==> config.mk <==
export PLATFORM = sky130hd
export DESIGN_NAME = ddr3_read_flat
export DESIGN_NICKNAME = d
export VERILOG_FILES = /design/src/common/ddr_rd_pkg.sv /design/src/common/rd_fifo_if.sv /design/src/ddr3_read/ddr3_read.sv /design/src/flat_wrapper.sv
export VERILOG_INCLUDE_DIRS = /design/src /design/src/common
export SDC_FILE = /design/constraint.sdc
export NUM_CORES = 1
export LEC_CHECK = 0
export BUFFER_PORTS_ARGS = -buffer_cell sky130_fd_sc_hd__buf_4
export CAP_MARGIN = 10
export CORE_AREA = 10 10 257 259
export DETAILED_ROUTE_END_ITERATION = 16
export DIE_AREA = 0 0 267 269
export PLACE_DENSITY = 0.36
export SETUP_SLACK_MARGIN = 0.5
export SLEW_MARGIN = 25
export SYNTH_ARGS = -nofsm -noshare
export SYNTH_HDL_FRONTEND = slang
export SYNTH_SLANG_ARGS = --single-unit
export TNS_END_PERCENT = 30
==> constraint.sdc <==
create_clock -name clk -period 3.8 [get_ports clk]
set_input_delay 0.76 -clock clk [delete_from_list [all_inputs] [get_ports clk]]
set_output_delay 0.76 -clock clk [all_outputs]
set_load 0.05 [all_outputs]
==> src/common/ddr_rd_defs.svh <==
`ifndef DDR_RD_DEFS_SVH
`define DDR_RD_DEFS_SVH

// bus widths
`define DDR_ADDR_W       28     // word address, counted in 32-bit units
`define WORD_W           32
`define DDR_BEAT_W       256
`define WORDS_PER_BEAT   8

// one user-port request carries at most this many beats
`define DDR_MAX_BEATS    16

// read FIFO sizing, counted in 256-bit beats
`define RD_FIFO_BEATS    64
`define RD_FIFO_AE_BEATS 32     // new requests only at or below this fill

// FIFO is held clear this long after the last word of a read
`define FLUSH_CYCLES     16

`endif

==> src/common/ddr_rd_pkg.sv <==
`default_nettype none

`include "ddr_rd_defs.svh"

package ddr_rd_pkg;

    // upstream word bus
    typedef logic [`DDR_ADDR_W-1:0] word_addr_t;   // counts 32-bit words
    typedef logic [7:0]             burst_len_t;   // words minus one, up to 256 words
    typedef logic [3:0]             rd_id_t;
    typedef logic [`WORD_W-1:0]     word_t;

    // DDR3 user port
    typedef logic [$clog2(`DDR_MAX_BEATS)-1:0] ddr_len_t;   // beats minus one
    typedef logic [`DDR_BEAT_W-1:0]            ddr_beat_t;

    // read controller
    typedef enum logic [2:0] {
        IDLE,           // waiting for an upstream address
        WAIT,           // draining FIFO, deciding on the next request
        TRANS_ADDR,     // DDR request pending
        TRANS_DATA,     // collecting the beats of the current request
        FLUSH           // FIFO held clear before the next read
    } rd_state_e;

endpackage

`default_nettype wire

==> src/common/rd_fifo_if.sv <==
`timescale 1ns/1ps
`default_nettype none

interface rd_fifo_if
    import ddr_rd_pkg::*;
();

    logic      flush;           // synchronous clear of both pointers
    logic      wr_en;
    ddr_beat_t wr_data;
    logic      rd_en;
    word_t     rd_data;         // word fetched by the previous rd_en
    logic      empty;
    logic      almost_empty;

    // read controller side
    modport ctrl (
        output flush,
        output wr_en,
        output wr_data,
        output rd_en,
        input  rd_data,
        input  empty,
        input  almost_empty
    );

    modport fifo (
        input  flush,
        input  wr_en,
        input  wr_data,
        input  rd_en,
        output rd_data,
        output empty,
        output almost_empty
    );

endinterface

`default_nettype wire

==> src/ddr3_read/ddr3_read.sv <==
`timescale 1ns/1ps
`default_nettype none

`include "ddr_rd_defs.svh"

module ddr3_read
    import ddr_rd_pkg::*;
(
    input  logic       clk,
    input  logic       ddr_rstn_sync,

    // upstream address channel
    input  rd_id_t     rd_addr_id,
    input  word_addr_t rd_addr,
    input  burst_len_t rd_addr_len,
    input  logic       rd_addr_valid,
    output logic       rd_addr_ready,

    // upstream data channel
    output rd_id_t     rd_back_id,
    output word_t      rd_data,
    output logic       rd_data_last,
    output logic       rd_data_valid,
    input  logic       rd_data_ready,

    // DDR3 user port, read request
    output word_addr_t ddr_rd_addr,
    output ddr_len_t   ddr_rd_len,
    output rd_id_t     ddr_rd_id,
    output logic       ddr_rd_addr_valid,
    input  logic       ddr_rd_addr_ready,

    // DDR3 user port, read data (no back-pressure)
    input  ddr_beat_t  ddr_rd_data,
    input  logic       ddr_rd_data_last,
    input  logic       ddr_rd_data_valid,

    rd_fifo_if.ctrl    fifo
);

    localparam int unsigned BEAT_SH = $clog2(`WORDS_PER_BEAT);    // word to beat shift
    localparam int unsigned SPAN_W  = `DDR_ADDR_W - BEAT_SH;
    localparam int unsigned LEN_W   = $bits(ddr_len_t);
    // a 256-word read starting mid-beat touches 33 beats
    localparam int unsigned BEATS_W = $clog2((1 << $bits(burst_len_t)) / `WORDS_PER_BEAT + 1);
    localparam int unsigned FLUSH_W = $clog2(`FLUSH_CYCLES);

    localparam ddr_len_t           DDR_LEN_MAX = ddr_len_t'(`DDR_MAX_BEATS - 1);
    localparam logic [FLUSH_W-1:0] FLUSH_LAST  = FLUSH_W'(`FLUSH_CYCLES - 1);

    rd_state_e state;
    rd_state_e state_nxt;

    word_addr_t         req_addr;       // next DDR request, beat aligned
    logic [BEATS_W-1:0] beats_left;     // beats still to request, minus one
    rd_id_t             id_q;
    logic [BEAT_SH-1:0] head_cnt;       // words before the requested start
    burst_len_t         word_cnt;       // words left to send, minus one
    logic               req_done;       // final DDR request has gone out
    logic               stale;          // fifo.rd_data carries nothing useful
    logic               req_valid;
    logic               addr_ready;
    logic [FLUSH_W-1:0] flush_cnt;

    word_addr_t         addr_end;
    logic [SPAN_W-1:0]  beat_span;
    logic [LEN_W:0]     req_beats;
    logic               addr_hs;
    logic               ddr_hs;
    logic               up_hs;
    logic               active;
    logic               head_need;
    logic               last_req;

    assign addr_hs = rd_addr_valid && addr_ready;
    assign ddr_hs  = req_valid && ddr_rd_addr_ready;
    assign up_hs   = rd_data_valid && rd_data_ready;

    assign active    = (state == WAIT) || (state == TRANS_ADDR) || (state == TRANS_DATA);
    assign head_need = active && (head_cnt != '0);
    assign last_req  = (beats_left <= BEATS_W'(DDR_LEN_MAX));

    // beats touched by the incoming read, minus one
    assign addr_end  = rd_addr + word_addr_t'(rd_addr_len);
    assign beat_span = addr_end[`DDR_ADDR_W-1:BEAT_SH] - rd_addr[`DDR_ADDR_W-1:BEAT_SH];

    assign req_beats = {1'b0, ddr_rd_len} + 1'b1;

    always_comb begin
        state_nxt = state;
        case (state)
            IDLE: begin
                if (addr_hs) begin
                    state_nxt = WAIT;
                end
            end
            WAIT: begin
                if (up_hs && rd_data_last) begin
                    state_nxt = FLUSH;
                end else if (fifo.almost_empty && !req_done) begin
                    state_nxt = TRANS_ADDR;     // room for a full request
                end
            end
            TRANS_ADDR: begin
                if (ddr_hs) begin
                    state_nxt = TRANS_DATA;
                end
            end
            TRANS_DATA: begin
                if (ddr_rd_data_valid && ddr_rd_data_last) begin
                    state_nxt = WAIT;
                end
            end
            FLUSH: begin
                if (flush_cnt == FLUSH_LAST) begin
                    state_nxt = IDLE;
                end
            end
            default: state_nxt = IDLE;
        endcase
    end

    always_ff @(posedge clk or negedge ddr_rstn_sync) begin
        if (!ddr_rstn_sync) begin
            state      <= IDLE;
            addr_ready <= 1'b0;
            req_valid  <= 1'b0;
        end else begin
            state      <= state_nxt;
            addr_ready <= (state_nxt == IDLE);
            // raised a cycle into TRANS_ADDR, dropped on acceptance
            req_valid  <= (state == TRANS_ADDR) && !ddr_hs;
        end
    end

    always_ff @(posedge clk or negedge ddr_rstn_sync) begin
        if (!ddr_rstn_sync) begin
            req_done   <= 1'b0;
            beats_left <= '0;
        end else if (addr_hs) begin
            req_done   <= 1'b0;
            beats_left <= beat_span[BEATS_W-1:0];
        end else if (ddr_hs) begin
            if (last_req) begin
                req_done <= 1'b1;
            end else begin
                beats_left <= beats_left - BEATS_W'(req_beats);
            end
        end
    end

    always_ff @(posedge clk) begin
        if (addr_hs) begin
            req_addr <= {rd_addr[`DDR_ADDR_W-1:BEAT_SH], {BEAT_SH{1'b0}}};
            id_q     <= rd_addr_id;
        end else if (ddr_hs && !last_req) begin
            req_addr <= req_addr + word_addr_t'({req_beats, {BEAT_SH{1'b0}}});
        end
    end

    always_ff @(posedge clk or negedge ddr_rstn_sync) begin
        if (!ddr_rstn_sync) begin
            head_cnt <= '0;
        end else if (addr_hs) begin
            head_cnt <= rd_addr[BEAT_SH-1:0];
        end else if (fifo.rd_en && !stale && head_need) begin
            head_cnt <= head_cnt - 1'b1;    // one leading word dropped
        end
    end

    always_ff @(posedge clk or negedge ddr_rstn_sync) begin
        if (!ddr_rstn_sync) begin
            word_cnt <= '0;
        end else if (addr_hs) begin
            word_cnt <= rd_addr_len;
        end else if (up_hs) begin
            word_cnt <= word_cnt - 1'b1;
        end
    end

    // rd_data lags rd_en by a cycle, and an empty FIFO leaves it behind
    always_ff @(posedge clk or negedge ddr_rstn_sync) begin
        if (!ddr_rstn_sync) begin
            stale <= 1'b1;
        end else if (state == FLUSH) begin
            stale <= 1'b1;
        end else if (fifo.empty && up_hs) begin
            stale <= 1'b1;
        end else if (fifo.rd_en && stale) begin
            stale <= 1'b0;
        end
    end

    always_ff @(posedge clk or negedge ddr_rstn_sync) begin
        if (!ddr_rstn_sync) begin
            flush_cnt <= '0;
        end else if (state == FLUSH) begin
            flush_cnt <= flush_cnt + 1'b1;
        end else begin
            flush_cnt <= '0;
        end
    end

    assign rd_addr_ready = addr_ready;
    assign rd_back_id    = id_q;        // DDR3 answers in order
    assign rd_data       = fifo.rd_data;
    assign rd_data_valid = active && !stale && !head_need;
    assign rd_data_last  = active && (word_cnt == '0);

    assign ddr_rd_addr       = req_addr;
    assign ddr_rd_len        = last_req ? beats_left[LEN_W-1:0] : DDR_LEN_MAX;
    assign ddr_rd_id         = id_q;
    assign ddr_rd_addr_valid = req_valid;

    assign fifo.flush   = (state == FLUSH);
    assign fifo.wr_en   = ddr_rd_data_valid;
    assign fifo.wr_data = ddr_rd_data;
    // refill a stale output, skip head words, or advance on a transfer
    assign fifo.rd_en   = active && !fifo.empty && (head_need || stale || up_hs);

endmodule

`default_nettype wire

==> src/flat_wrapper.sv <==
// flat-port wrapper written by rule: the top's interface ports become plain ports
module ddr3_read_flat import ddr_rd_pkg::*;
  (clk, ddr_rstn_sync, rd_addr_id, rd_addr, rd_addr_len, rd_addr_valid, rd_addr_ready, rd_back_id, rd_data, rd_data_last, rd_data_valid, rd_data_ready, ddr_rd_addr, ddr_rd_len, ddr_rd_id, ddr_rd_addr_valid, ddr_rd_addr_ready, ddr_rd_data, ddr_rd_data_last, ddr_rd_data_valid, fifo_flush, fifo_wr_en, fifo_wr_data, fifo_rd_en, fifo_rd_data, fifo_empty, fifo_almost_empty);
  rd_fifo_if fifo_i ();
  input  logic clk;
  input  logic ddr_rstn_sync;
  input  rd_id_t rd_addr_id;
  input  word_addr_t rd_addr;
  input  burst_len_t rd_addr_len;
  input  logic rd_addr_valid;
  output logic rd_addr_ready;
  output rd_id_t rd_back_id;
  output word_t rd_data;
  output logic rd_data_last;
  output logic rd_data_valid;
  input  logic rd_data_ready;
  output word_addr_t ddr_rd_addr;
  output ddr_len_t ddr_rd_len;
  output rd_id_t ddr_rd_id;
  output logic ddr_rd_addr_valid;
  input  logic ddr_rd_addr_ready;
  input  ddr_beat_t ddr_rd_data;
  input  logic ddr_rd_data_last;
  input  logic ddr_rd_data_valid;
  output wire logic [$bits(fifo_i.flush)-1:0] fifo_flush;
  output wire logic [$bits(fifo_i.wr_en)-1:0] fifo_wr_en;
  output wire logic [$bits(fifo_i.wr_data)-1:0] fifo_wr_data;
  output wire logic [$bits(fifo_i.rd_en)-1:0] fifo_rd_en;
  input wire logic [$bits(fifo_i.rd_data)-1:0] fifo_rd_data;
  input wire logic [$bits(fifo_i.empty)-1:0] fifo_empty;
  input wire logic [$bits(fifo_i.almost_empty)-1:0] fifo_almost_empty;
  assign fifo_flush = fifo_i.flush;
  assign fifo_wr_en = fifo_i.wr_en;
  assign fifo_wr_data = fifo_i.wr_data;
  assign fifo_rd_en = fifo_i.rd_en;
  assign fifo_i.rd_data = fifo_rd_data;
  assign fifo_i.empty = fifo_empty;
  assign fifo_i.almost_empty = fifo_almost_empty;
  ddr3_read u_core (.clk(clk), .ddr_rstn_sync(ddr_rstn_sync), .rd_addr_id(rd_addr_id), .rd_addr(rd_addr), .rd_addr_len(rd_addr_len), .rd_addr_valid(rd_addr_valid), .rd_addr_ready(rd_addr_ready), .rd_back_id(rd_back_id), .rd_data(rd_data), .rd_data_last(rd_data_last), .rd_data_valid(rd_data_valid), .rd_data_ready(rd_data_ready), .ddr_rd_addr(ddr_rd_addr), .ddr_rd_len(ddr_rd_len), .ddr_rd_id(ddr_rd_id), .ddr_rd_addr_valid(ddr_rd_addr_valid), .ddr_rd_addr_ready(ddr_rd_addr_ready), .ddr_rd_data(ddr_rd_data), .ddr_rd_data_last(ddr_rd_data_last), .ddr_rd_data_valid(ddr_rd_data_valid), .fifo(fifo_i));
endmodule
Yosys cells after proc, flatten, opt, wreduce, memory -nomap -nowiden
Cells that the tools add are included.

storage, ports and cells
  register bits after elaboration = 60
  bits in latches = 0
  bits in writable memories = 0
  ROM bits = 0
  input port bits = 337
  output and inout port bits = 335
  word-level logic and storage cells = 91
  memories kept = 0

cells by class
  $add $sub $neg = 8
  multipliers = 0
  div/mod/pow operators = 0
  order comparisons = 1
  eq/ne operators = 6
  shift-type cells = 0
  mux-type cells = 24
  bitwise operators = 0
  reductions and logical operators = 40

operators with widths
  operator                                                                number
  28-bit 2-to-1 mux                                                       2
  28-bit by 8-bit adder with 28-bit output                                1
  3-bit 2-to-1 mux                                                        8
  1-bit logical AND                                                       18
  6-bit 2-to-1 mux                                                        3
  8-bit 2-to-1 mux                                                        2
  3-bit one-hot mux with 5 select lines                                   1
  2-bit nonzero test                                                      5
  9-bit by 8-bit adder with 9-bit output                                  1
  8-bit logical NOT                                                       1
  4-bit 2-to-1 mux                                                        2
  8-bit by 1-bit subtractor with 8-bit output (second input constant)     1
  3-bit by 2-bit == test with 1-bit output (second input constant)        2
  6-bit by 4-bit <= comparator with 1-bit output (second input constant)  1
  1-bit logical NOT                                                       6
  3-bit logical NOT                                                       2
  1-bit 2-to-1 mux                                                        6
  3-bit nonzero test                                                      2
  6-bit by 5-bit subtractor with 6-bit output                             1
  6-bit subtractor                                                        1
  4-bit by 1-bit adder with 5-bit output (second input constant)          1
  4-bit by 1-bit adder with 4-bit output (second input constant)          1
  4-bit == test (second input constant)                                   1
  1-bit logical OR                                                        4
  other kinds (5)                                                         6

Logic depth before layout (Yosys ltp)
  depth in word-level cells = 13
  mapped depth = 12
  mapped depth without buffers = 12

Worst setup path after synthesis
Ideal clock, no wire load.

  path type = register to register
  start point = register u_core.beats_left[5]
  end point = register u_core.req_addr[25] (netlist: u_core.ddr_rd_addr[25]), data pin
  setup time = 152 ps
  arrival time = 3084 ps
  data required time = 3648 ps
  setup slack = 565 ps
  cell stages (with the launch flop) = 12
  path buffers = 0
  clock period less this slack = 3235 ps
  path through = dfrtp_1 > or2_2 > nor2_1 > inv_1 > ha_1 > inv_1 > fa_1 > nand2b_1 > a21oi_2 > o211ai_1 > or3_1 > a31oi_1

between the ends
  longest elaborated chain between the ends = 6

RTL lines
  element                                         RTL line            RTL
  start, declared                                 ddr3_read.sv:55     logic [BEATS_W-1:0] beats_left;
  start signal, assigned                          ddr3_read.sv:142    beats_left <= beat_span[BEATS_W-1:0];
  start signal, assigned                          ddr3_read.sv:147    beats_left <= beats_left - BEATS_W'(req_beats);
  6-bit by 4-bit <= comparator with 1-bit output  ddr3_read.sv:81     assign last_req = (beats_left <= BEATS_W'(DDR_LEN_MAX));
  4-bit 2-to-1 mux                                ddr3_read.sv:211    assign ddr_rd_len = last_req ? beats_left[LEN_W-1:0] : DDR_LEN_MAX;
  named net ddr_rd_len[0]                         flat_wrapper.sv:18  output ddr_len_t ddr_rd_len;
  4-bit by 1-bit adder with 5-bit output          ddr3_read.sv:87     assign req_beats = {1'b0, ddr_rd_len} + 1'b1;
  28-bit by 8-bit adder with 28-bit output        ddr3_read.sv:157    req_addr <= req_addr + word_addr_t'({req_beats, {BEAT_SH{1'b0}}});
  28-bit 2-to-1 mux                               ddr3_read.sv:156    end else if (ddr_hs && !last_req) begin
  28-bit 2-to-1 mux                               ddr3_read.sv:153    if (addr_hs) begin
  end signal, assigned                            ddr3_read.sv:154    req_addr <= {rd_addr[`DDR_ADDR_W-1:BEAT_SH], {BEAT_SH{1'b0}}};
  end signal, assigned                            ddr3_read.sv:157
  end, declared                                   ddr3_read.sv:54     word_addr_t req_addr;

The timed path passes the listed nets, and every way through them passes these cells. The select of a mux whose other input is x is not followed.
A chain may end at the register's enable or synchronous reset.

Worst setup path after layout
  start point = register u_core.word_cnt[0]
  end point = output rd_data_last

between the ends
  longest elaborated chain between the ends = 2

RTL lines
  element                 RTL line            RTL
  start, declared         ddr3_read.sv:58     burst_len_t word_cnt;
  start signal, assigned  ddr3_read.sv:175    word_cnt <= rd_addr_len;
  start signal, assigned  ddr3_read.sv:177    word_cnt <= word_cnt - 1'b1;
  8-bit logical NOT       ddr3_read.sv:208    assign rd_data_last = active && (word_cnt == '0);
  1-bit logical AND       ddr3_read.sv:208
  end, declared           flat_wrapper.sv:14  output logic rd_data_last;

Every way passes these cells.

==> run metrics <==
post-synthesis cell area=0.00607 mm2; largest net degree at the start of global routing=between 60 and 70; Root Buffer=clkbuf_16; cells after synthesis=about 720; GRT overflow=0; Lkg Pwr=~2.2 nW; DRC errors left=0; critical path class=register to output port; wire length per cell=between 15 and 20 um; reg2reg setup slack=0.77 ns; peak supply drop=~0.27 mV; Area Overhead vs Synth=-2.53%; met2 usage=8.59%; Pwr per Cell Area=approximately 830 mW/mm2; commonest non-fill, non-tap cells in the layout=buf_4 (101), nand2_1 (47), o21ai_0 (41); MaxCap Viol Count=0; vias in the first global route=about 4000; Core Box Area=just over 0.06 mm2; worst slack, placed=0.301 ns; DR iter-0 viols=about 210; CTS tree=built; Final Critical Period=a little over 3 ns; hold_ws=approximately 0.34 ns; antenna violations before repair=1; sequential share of the synthesized area=25.9%; crit path launch type=register; Req. time, crit path=about 3.0 ns; met1 Use GR=between 5 and 6%; fmax=328 MHz; cell row count=slightly above 90; share of cells above drive strength 1=about a quarter; FILL cells=around 7000; Syn Area/Cell=approximately 8.5 um2; arrival time worst endpoint=~2.3 ns; overall routing resource usage=5.98%; Chip Width=267 um; Max FO, Critical Path=5; Clk Latency, worst-skew pair=between 0.3 and 0.4 ns; setup TNS=0 ns; hold-fix buffers at CTS=0; M3 GR Usage=4.67%; final core utilization=about 9.7%; final setup vio count=0; fin. max-slew vios=0; CP max stage delay=slightly above 0.5 ns; RR Endpoint=u_core.ddr_rd_addr[21]$_DFFE_PP_; Initial DRT Pass Iterations=4; Post-synth EDFFs=29; Die Height=269 um; Final Cycle Share=between 80% and 90%; slowest cell on the critical path=nor4b_2; area occupied by registers=~0.0016 mm2; DRT antenna net count=0; Syn. warnings=0; Bufs on Longest Clock Path=2; RSZ-0062 raised after global routing=no; clk slew on worst S/H paths=0.06 ns; num ports=roughly 670; Top FF cell, synth=edfxtp_1; outcome=completed; Hold Crit Class=input port to asynchronous set/reset pin; routed wire length=22100 um; most common cell after layout, fill and taps aside=buf_4; Distinct cells, synth=64; Rel. slew slack=between 50% and 60%; fin worst setup slack=approximately 0.75 ns; Slew @ Worst Pin=around 0.63 ns; CP Capture Type=output port; Port Buffers=92; first-pass GRT wire length=just over 30000 um; H-tree depth=3; Final #Nets=just under 900; multi-input logic area=~0.0022 mm2; worst reg-to-reg path cell count=12; Final Hold Viols=0; Initial Util=approximately 10%; Seq cells post-synth=57; HPWL after DPL=18100 um; worst path cell trace=inv_1 > ha_1 > or3b_2 > nor4b_2 > buf_4; gr busiest metal=met2; Num Clock Sinks=between 50 and 60; crit path launch=u_core.word_cnt[0]$_DFFE_PN0P_; total CTS buffers=9; GP Congestion=0.718; total number of vias=3905; FF-to-FF Start=u_core.beats_left[5]$_DFFE_PN0P_; DIE AREA=about 0.072 mm2; Via density=a little under 3; skew final=approximately 0.013 ns; asr flop ratio synth=between 40 and 50%
==> critical path, delay by kind of cell (launching register included) <==
| kind | cells | cell delay [ns] |
|---|---|---|
| adder cells (fa/ha/maj) | 1 | 0.14 |
| AND/OR/NAND/NOR | 2 | 0.96 |
| flip-flops | 1 | 0.43 |
| buffers and inverters | 2 | 0.40 |
==> metrics by stage <==
step | std cells | area [um2] | total power, W
4_1_cts | 1313 | 5880 | 0.00491
3_3_place_gp | 1295 | 5520 | 0.00383
5_1_grt | 1316 | 5920 | 0.00531
6_report | 1317 | 5920 | 0.00488
3_5_place_dp | 1295 | 5520 | 0.00384
2_1_floorplan | 719 | 6080 | 0.00384
==> cell families (layout without fill, tap and decap cells) <==
group	count (synthesis)	count (layout)	synth area share, %
buffers and inverters	335	142	39.2
and+or+nand+nor	152	152	12.7
AOI/OAI and AO/OA	103	103	10.1
DFF	57	57	25.9
xor gates and xnor gates	37	37	5.34
adders and majority gates	29	29	6.22
muxes	3	3	0.494
other	1	4	0.0617
==> cell usage after synthesis, drive strengths merged, types with 3 or more instances <==
cell type	number	area, um2
a31oi	7	43.8
nand4	4	25.0
a21o	4	30.0
nor3	8	45.0
a211oi	3	27.5
inv	24	90.1
buf	299	2240
and3	9	56.3
o21a	4	30.0
o2111ai	3	26.3
nand4b	3	26.3
ha	27	338
nor2	35	131
or2	3	18.8
mux2i	3	30.0
nor4	5	31.3
or3	7	51.3
dfrtp	27	676
xnor2	12	105
and2	3	18.8
a21oi	21	109
edfxtp	29	871
xor2	25	219
nor2b	4	25.0
nand3	13	70.1
o21ai	47	235
clkbuf	12	46.3
nand2	47	176
==> sequential cells by signal, summed over array words and instances (netlist names) <==
signal / flops
u_core.head_cnt: 3
u_core.word_cnt: 8
u_core.stale: 1
u_core.flush_cnt: 4
u_core.ddr_rd_id: 4
u_core.beats_left: 6
u_core.req_done: 1
u_core.ddr_rd_addr_valid: 1
u_core.rd_addr_ready: 1
u_core.state: 3
u_core.ddr_rd_addr: 25
==> how the worst max path moves through the flow <==
stage	endpoint	slack [ns]	cells past startpoint
floorplan	u_core.ddr_rd_addr[25]$_DFFE_PP_	0.56	11
global placement	u_core.beats_left[4]$_DFFE_PN0P_	0.44	12
detailed placement	u_core.ddr_rd_addr[22]$_DFFE_PP_	0.30	11
CTS	u_core.ddr_rd_addr[22]$_DFFE_PP_	0.50	11
global route	u_core.ddr_rd_addr[22]$_DFFE_PP_	0.55	12
finish	rd_data_last	0.75	5
==> metal layers <==
metal	part of all wire, %	vias to the layer above	wire length, um
met5	0.56	-	124
met4	5.5	4	1210
met3	15	128	3380
met2	44	316	9630
met1	35	1743	7730
li1	-	1714	-
==> power breakdown <==
part           total, W  internal, W  switching [W]
registers       0.00123     0.000972       0.000260
logic           0.00270      0.00100        0.00170
clock network  0.000949     0.000581       0.000368
==> timing repair <==
item | 4_1_cts | 5_1_grt
resized for setup | 2 | 5
pin swaps | 1 | 2
setup buffers | 2 | 3
setup endpoints to repair | 7 | 19
==> layout make-up <==
class                      instances  area share (%)
antenna                            1          0.0423
tap                              790            16.7
inverter                          24            1.52
multi-input combinational        327            36.5
sequential                        57            26.6
timing repair buffer             102            13.1
clock inverter                     7            1.73
clock buffer                       9            3.80
Note: power is estimated with default switching activity, not from simulation.
